--- src/logic/xt_bus_defs.svh ---
`ifndef XT_BUS_DEFS_SVH
`define XT_BUS_DEFS_SVH

// Bus widths
`define XT_ADDR_WIDTH 20
`define XT_DATA_WIDTH 8

// First memory address above conventional RAM
`define XT_RAM_TOP 20'hA0000

// I/O ports below this belong to the chipset
`define XT_CHIPSET_IO_TOP 16'h0100

// RAM wait count width, 0 to 3 wait states
`define XT_WAIT_WIDTH 2

`endif

--- src/logic/xt_bus_pkg.sv ---
`include "xt_bus_defs.svh"

package xt_bus_pkg;

    typedef logic [`XT_ADDR_WIDTH-1:0] addr_t;
    typedef logic [`XT_DATA_WIDTH-1:0] data_t;

    // One kind per active strobe
    typedef enum logic [2:0]
    {
        cycle_idle,
        cycle_mem_read,
        cycle_mem_write,
        cycle_io_read,
        cycle_io_write
    } cycle_kind_t;

    typedef enum logic [1:0]
    {
        target_chipset,
        target_ram,
        target_external
    } bus_target_t;

endpackage

--- src/logic/xt_timing_pkg.sv ---
`include "xt_bus_defs.svh"

package xt_timing_pkg;

    // Number of RAM wait states
    typedef logic [`XT_WAIT_WIDTH-1:0] wait_count_t;

    // RAM wait-state FSM
    typedef enum logic [1:0]
    {
        wait_idle,
        wait_count,
        wait_hold
    } wait_state_t;

endpackage

--- src/logic/bus_cycle_if.sv ---
`timescale 1ns/1ps

interface bus_cycle_if;

    import xt_bus_pkg::*;

    cycle_kind_t kind;
    bus_target_t target;
    logic        cycle_start;
    logic        active;

    modport decoder
    (
        output kind,
        output target,
        output cycle_start,
        output active
    );

    modport consumer
    (
        input kind,
        input target,
        input cycle_start,
        input active
    );

endinterface

--- src/logic/xt_bus_core.sv ---
`timescale 1ns/1ps

module xt_bus_core
(
    input  logic                        clock,
    input  logic                        reset,
    // Command strobes and latched address
    input  logic                        memory_read_n,
    input  logic                        memory_write_n,
    input  logic                        io_read_n,
    input  logic                        io_write_n,
    input  xt_bus_pkg::addr_t           address,
    // Read data sources
    input  xt_bus_pkg::data_t           chipset_data,
    input  xt_bus_pkg::data_t           ram_data,
    input  xt_bus_pkg::data_t           external_data,
    // RAM wait mode
    input  xt_timing_pkg::wait_count_t  read_wait_cycles,
    input  xt_timing_pkg::wait_count_t  write_wait_cycles,
    input  logic                        io_channel_ready,
    // Refresh
    input  logic                        timer_1_out,
    input  logic                        dma_acknowledge_0_n,
    output logic                        processor_ready,
    output logic                        dma_request_0,
    output xt_bus_pkg::data_t           data_bus,
    output logic                        data_bus_direction
);

    bus_cycle_if cycle_bus ();

    xt_cycle_decode xt_cycle_decode_inst
    (
        .clock                  (clock),
        .reset                  (reset),
        .memory_read_n          (memory_read_n),
        .memory_write_n         (memory_write_n),
        .io_read_n              (io_read_n),
        .io_write_n             (io_write_n),
        .address                (address),
        .cycle                  (cycle_bus.decoder)
    );

    xt_wait_refresh xt_wait_refresh_inst
    (
        .clock                  (clock),
        .reset                  (reset),
        .cycle                  (cycle_bus.consumer),
        .read_wait_cycles       (read_wait_cycles),
        .write_wait_cycles      (write_wait_cycles),
        .io_channel_ready       (io_channel_ready),
        .timer_1_out            (timer_1_out),
        .dma_acknowledge_0_n    (dma_acknowledge_0_n),
        .processor_ready        (processor_ready),
        .dma_request_0          (dma_request_0)
    );

    // Data path is purely combinational from strobes to bus
    xt_read_steer xt_read_steer_inst
    (
        .cycle                  (cycle_bus.consumer),
        .chipset_data           (chipset_data),
        .ram_data               (ram_data),
        .external_data          (external_data),
        .data_bus               (data_bus),
        .data_bus_direction     (data_bus_direction)
    );

endmodule

--- src/logic/xt_cycle_decode.sv ---
`timescale 1ns/1ps
`include "xt_bus_defs.svh"

module xt_cycle_decode
(
    input  logic                clock,
    input  logic                reset,
    input  logic                memory_read_n,
    input  logic                memory_write_n,
    input  logic                io_read_n,
    input  logic                io_write_n,
    input  xt_bus_pkg::addr_t   address,
    bus_cycle_if.decoder        cycle
);

    import xt_bus_pkg::*;

    cycle_kind_t kind;
    cycle_kind_t previous_kind;

    // Exactly one strobe low, anything else is idle
    always_comb
    begin
        case ({memory_read_n, memory_write_n, io_read_n, io_write_n})
            4'b0111: kind = cycle_mem_read;
            4'b1011: kind = cycle_mem_write;
            4'b1101: kind = cycle_io_read;
            4'b1110: kind = cycle_io_write;
            default: kind = cycle_idle;
        endcase
    end

    always_comb
    begin
        if ((kind == cycle_mem_read) || (kind == cycle_mem_write))
            cycle.target = (address < `XT_RAM_TOP) ? target_ram : target_external;
        else if ((kind == cycle_io_read) || (kind == cycle_io_write))
            cycle.target = (address[15:0] < `XT_CHIPSET_IO_TOP) ? target_chipset
                                                                 : target_external;
        else
            cycle.target = target_external;
    end

    always_ff @(posedge clock, posedge reset)
    begin
        if (reset)
            previous_kind <= cycle_idle;
        else
            previous_kind <= kind;
    end

    assign cycle.kind        = kind;
    assign cycle.active      = (kind != cycle_idle);
    // High until the first edge that sees the new kind
    assign cycle.cycle_start = (kind != cycle_idle) && (kind != previous_kind);

endmodule

--- src/logic/xt_read_steer.sv ---
`timescale 1ns/1ps

module xt_read_steer
(
    bus_cycle_if.consumer       cycle,
    input  xt_bus_pkg::data_t   chipset_data,
    input  xt_bus_pkg::data_t   ram_data,
    input  xt_bus_pkg::data_t   external_data,
    output xt_bus_pkg::data_t   data_bus,
    output logic                data_bus_direction
);

    import xt_bus_pkg::*;

    logic is_read;

    assign is_read = (cycle.kind == cycle_io_read) || (cycle.kind == cycle_mem_read);

    // Chipset first, then RAM, then the external bus
    always_comb
    begin
        if ((cycle.kind == cycle_io_read) && (cycle.target == target_chipset))
        begin
            data_bus           = chipset_data;
            data_bus_direction = 1'b0;
        end
        else if ((cycle.kind == cycle_mem_read) && (cycle.target == target_ram))
        begin
            data_bus           = ram_data;
            data_bus_direction = 1'b0;
        end
        else if (is_read && (cycle.target == target_external))
        begin
            data_bus           = external_data;
            data_bus_direction = 1'b1;
        end
        else
        begin
            data_bus           = '0;
            data_bus_direction = 1'b0;
        end
    end

endmodule

--- src/logic/xt_wait_refresh.sv ---
`timescale 1ns/1ps

module xt_wait_refresh
(
    input  logic                        clock,
    input  logic                        reset,
    bus_cycle_if.consumer               cycle,
    input  xt_timing_pkg::wait_count_t  read_wait_cycles,
    input  xt_timing_pkg::wait_count_t  write_wait_cycles,
    input  logic                        io_channel_ready,
    input  logic                        timer_1_out,
    input  logic                        dma_acknowledge_0_n,
    output logic                        processor_ready,
    output logic                        dma_request_0
);

    import xt_bus_pkg::*;
    import xt_timing_pkg::*;

    wait_state_t state;
    wait_count_t wait_counter;
    wait_count_t load_count;
    logic        ram_cycle_start;
    logic        previous_timer_1;

    assign ram_cycle_start = cycle.cycle_start && (cycle.target == target_ram)
                             && ((cycle.kind == cycle_mem_read)
                                 || (cycle.kind == cycle_mem_write));

    assign load_count = (cycle.kind == cycle_mem_read) ? read_wait_cycles
                                                       : write_wait_cycles;

    always_ff @(posedge clock, posedge reset)
    begin
        if (reset)
        begin
            state        <= wait_idle;
            wait_counter <= '0;
        end
        else
        begin
            case (state)
                wait_idle:
                    if (ram_cycle_start)
                    begin
                        wait_counter <= load_count;
                        state        <= (load_count == '0) ? wait_hold : wait_count;
                    end
                wait_count:
                    // Keeps counting even while the channel holds the bus
                    if (!cycle.active)
                        state <= wait_idle;
                    else if (wait_counter == wait_count_t'(1))
                        state <= wait_hold;
                    else
                        wait_counter <= wait_counter - wait_count_t'(1);
                wait_hold:
                    if (!cycle.active)
                        state <= wait_idle;
                default:
                    state <= wait_idle;
            endcase
        end
    end

    assign processor_ready = io_channel_ready && (state != wait_count);

    // Refresh request on a rising edge of timer channel 1
    always_ff @(posedge clock, posedge reset)
    begin
        if (reset)
        begin
            previous_timer_1 <= 1'b1;
            dma_request_0    <= 1'b0;
        end
        else
        begin
            previous_timer_1 <= timer_1_out;
            if (!dma_acknowledge_0_n)
                dma_request_0 <= 1'b0;
            else if (!previous_timer_1 && timer_1_out)
                dma_request_0 <= 1'b1;
        end
    end

endmodule

--- config.mk ---
export PLATFORM = sky130hd
export DESIGN_NAME = xt_bus_core
export DESIGN_NICKNAME = d
export VERILOG_FILES = /design/src/logic/xt_bus_pkg.sv /design/src/logic/xt_timing_pkg.sv /design/src/logic/bus_cycle_if.sv /design/src/logic/xt_bus_core.sv /design/src/logic/xt_cycle_decode.sv /design/src/logic/xt_read_steer.sv /design/src/logic/xt_wait_refresh.sv
export VERILOG_INCLUDE_DIRS = /design/src /design/src/logic
export SDC_FILE = /design/constraint.sdc
export NUM_CORES = 1
export LEC_CHECK = 0
export ABC_AREA = 0
export BUFFER_PORTS_ARGS = -buffer_cell sky130_fd_sc_hd__buf_2
export CELL_PAD_IN_SITES_DETAIL_PLACEMENT = 1
export CELL_PAD_IN_SITES_GLOBAL_PLACEMENT = 1
export CORE_MARGIN = 1.5
export CORE_UTILIZATION = 28
export CTS_CLUSTER_DIAMETER = 100
export DETAILED_ROUTE_END_ITERATION = 10
export GPL_TIMING_DRIVEN = 0
export PLACE_DENSITY_LB_ADDON = 0.05
export SETUP_SLACK_MARGIN = 0.1
export SYNTH_ARGS = -nofsm -noshare
export SYNTH_HDL_FRONTEND = slang
export SYNTH_HIERARCHICAL = 1
export SYNTH_SLANG_ARGS = --single-unit
--- constraint.sdc ---
create_clock -name clock -period 2.1 [get_ports clock]
set_input_delay 0.21 -clock clock [delete_from_list [all_inputs] [get_ports clock]]
set_output_delay 0.21 -clock clock [all_outputs]
set_load 0.02 [all_outputs]
==> impl_metrics.env <==
export IMPL_final_nets=253
export IMPL_grt_max_degree=11
export IMPL_synth_ff_type="dfrtp_1"
export IMPL_cts_tree="done"
export IMPL_tightest_slew_ps=592
export IMPL_grt_setup_unrepaired="yes"
export IMPL_required_ps=1890
export IMPL_cpPeakStageDelay_ps=280
export IMPL_critPathBufInv=5
export IMPL_seq_power_share_pct=35.3
export IMPL_drt_pre_antenna_iters=3
export IMPL_clock_latency_ps=260
export IMPL_crit_path_start_kind="primary input"
export IMPL_synth_nets=187
export IMPL_antenna_found_initial=0
export IMPL_grt_remaining_overflow=0
export IMPL_multi_input_area_um2=764
export IMPL_power_total_uw=516
export IMPL_routedWlPerCell_um=12.9
export IMPL_ff2ff_setup_slack_ps=120
export IMPL_htreeDepth=1
export IMPL_drv_cap=0
export IMPL_crit_path_frequent_cell="buf_6"
export IMPL_skew_ps=4.95
export IMPL_fp_dieW_um=63.5
export IMPL_fillers=438
export IMPL_hold_depth=1
export IMPL_synth_top_cells_by_area="dfrtp_1 20%, o22a_1 6.8%, nor4_1 6.1%, buf_6 5.5%, a21oi_1 5.4%"
export IMPL_n_antenna_cell=0
export IMPL_arrival_ps=2060
export IMPL_rows=21
export IMPL_switching_power_uw=161
export IMPL_first_iter_violations=33
export IMPL_drcViolationCount=0
export IMPL_status="finished with violations"
export IMPL_path_cells="buf_6 -> nor4_4 -> nand4_1 -> o21ai_2 -> a21oi_2 -> buf_4 -> nand2b_4 -> buf_6 -> or2_1 -> buf_6 -> o22a_2 -> buf_6"
export IMPL_cts_sinks=9
export IMPL_ys_seq_elements=9
export IMPL_vias=1161
export IMPL_r2r_end="xt_wait_refresh_inst/wait_counter[0]"
export IMPL_pwr_share_clk_pct=25.7
export IMPL_synth_common_cells="12 x inv_1, 11 x a21oi_1, 10 x nand2_1, 10 x nor4_1"
export IMPL_synth_top_area_share_pct=19.5
export IMPL_min_period_over_period_pct=108
export IMPL_regArea_um2=226
export IMPL_cts_buffers=3
export IMPL_portBuffers=54
export IMPL_internal_power_uw=355
export IMPL_synth_most_common_cell="inv_1"
export IMPL_avgSynthCellArea_um2=7.94
export IMPL_post_route_min_period_ps=2270
export IMPL_swShare_pct=31.2
export IMPL_die_h_um=63.5
export IMPL_fin_ws_ps=-174
export IMPL_dp_hpwl_um=2380
export IMPL_fmax_mhz=440
export IMPL_drive_gt1_share_pct=50.5
export IMPL_powerDensity_nw_per_um2=321
export IMPL_drv_slew=0
export IMPL_r2r_cells=7
export IMPL_synth_enable_flop_cells=0
export IMPL_relSlewSlack_pct=60.4
export IMPL_whs_ps=59.0
export IMPL_grt_pass1_wl_um=5180
export IMPL_ys_async_sr_fraction_pct=100
export IMPL_dieArea_um2=4030
export IMPL_synth_distinct_cells=47
export IMPL_finalSetupViolations=8
export IMPL_synth_cell_area_um2=1020
export IMPL_grt_pass1_vias=1198
export IMPL_report_final_hold_viol_count=0
export IMPL_synth_top_cell_by_area="dfrtp_1"
export IMPL_power_frac_comb_pct=39.0
export IMPL_antenna_left=0
export IMPL_cp_slowest_cell="nor4_4"
export IMPL_start_util_pct=30.0
export IMPL_crit_type="in2out"
export IMPL_holdCritStartpoint="timer_1_out"
export IMPL_grt_use_total_pct=15.9
export IMPL_cts_buffer_depth=2
export IMPL_vias_per_cell=4.84
export IMPL_p_leak_nw=0.766
export IMPL_cts_reportedPaths_clkPinSlew_ps=60
export IMPL_core_area_um2=3420
export IMPL_synth_cells=129
export IMPL_syn2layout_area_growth_pct=56.9
export IMPL_worstReg2RegStart="xt_cycle_decode_inst/previous_kind[1]"
export IMPL_hold_end="xt_wait_refresh_inst/previous_timer_1"
export IMPL_setup_worst_path_end_class="output port"
export IMPL_routed_wl_um=3100
export IMPL_cp_max_fo=8
export IMPL_ys_warn_count=6
export IMPL_ir_worst_vdd_mv=0.222
export IMPL_violations="negative setup slack"
export IMPL_io_pins=68
export IMPL_hold_class="in2reg"
export IMPL_root_buffer="clkbuf_4"
export IMPL_crit_family="simple AND/OR/NAND/NOR gates"
export IMPL_ys_seq_area_share_pct=22.1
export IMPL_place_congestion=0.742
==> cells by family after synthesis <==
logic type	Yosys count	share of synthesized area [%]
AO/OA/AOI/OAI	35	24.1
buffers and inverters	23	12.6
AND/OR/NAND/NOR	53	33.0
XOR/XNOR	6	5.13
multiplexers	2	1.95
flip-flops	9	22.1
adder cells (fa/ha/maj)	1	1.22
==> power by group through the flow <==
stage          clock, mW  sequential (mW)  combinational [mW]
6_report           0.132            0.182               0.202
5_1_grt            0.154            0.183               0.221
4_1_cts            0.139            0.182               0.189
3_5_place_dp           0            0.185               0.167
3_3_place_gp           0            0.185               0.163
2_1_floorplan          0            0.186               0.101
==> cells in the final DEF (no fill, tap or decap), drive strengths merged, types with 2 or more instances in the layout <==
cell and instances:
buf 71, inv 12, a21oi 11, nand2 11, nor4 10, dfrtp 8, o22a 8, nor2 6
clkbuf 4, nor3 4, nand2b 4, xor2 3, xnor2 3, o21ai 3, nor3b 3, nand3 2
o21a 2, or2 2, mux2i 2, a211oi 2, a21o 2, a31oi 2, nand4bb 2
==> worst reg2reg max path, cell delays in order (launching register included) <==
cell	delay (ps)
dfrtp_1	400
or3_4	390
a31oi_4	170
o21a_1	180
nand4bb_4	140
o31a_1	370
a211oi_2	170
a31o_1	120
==> what timing repair did <==
action,in CTS,in global routing
setup endpoints to repair,11,11
gates resized for setup,29,11
hold buffers,1,0
pin swaps,12,9
hold endpoints to repair,8,0
setup buffers,5,1
==> how the worst max path moves through the flow <==
| stage | start | to | slack, ps | depth (start not counted) |
|---|---|---|---|---|
| 2_1_floorplan | io_read_n | data_bus[1] | 100 | 8 |
| 3_3_place_gp | address[15] | data_bus[3] | -290 | 12 |
| 3_5_place_dp | address[18] | data_bus[4] | -310 | 12 |
| 4_1_cts | address[8] | data_bus[7] | -110 | 12 |
| 5_1_grt | address[11] | data_bus[3] | -230 | 12 |
| 6_report | address[11] | data_bus[3] | -170 | 12 |
==> cell type report <==
class                      instances  area share, %
tap                               46           3.58
multi-input combinational         97           47.5
clock buffer                       4           1.63
timing repair buffer              61           24.5
buffer                            11           5.84
inverter                          12           2.80
sequential                         9           14.1
==> stage by stage <==
step | TNS [ps] | util (%) | instance area, um^2 | std cells | setup slack (ps)
6_report | -1250 | 47.1 | 1610 | 240 | -174
5_1_grt | -1700 | 47.1 | 1610 | 240 | -225
4_1_cts | -714 | 45.2 | 1550 | 239 | -110
3_5_place_dp | -2470 | 40.0 | 1370 | 229 | -313
3_3_place_gp | -2280 | 40.0 | 1370 | 229 | -294
2_1_floorplan | 0 | - | 1040 | 129 | 98.2
==> layer usage <==
metal  global-route usage, %  wire length [um]
met5                       0                 0
met4                    3.26                21
met3                    4.11               131
met2                    28.3              1560
met1                    19.3              1390
==> registers in the layout (all words and copies together), names as in the netlist <==
signal                                 cells
xt_wait_refresh_inst/state                 2
xt_wait_refresh_inst/wait_counter          2
xt_wait_refresh_inst/dma_request_0         1
xt_wait_refresh_inst/previous_timer_1      1
xt_cycle_decode_inst/previous_kind         3
No activity file was read; power rests on OpenSTA's default activity.
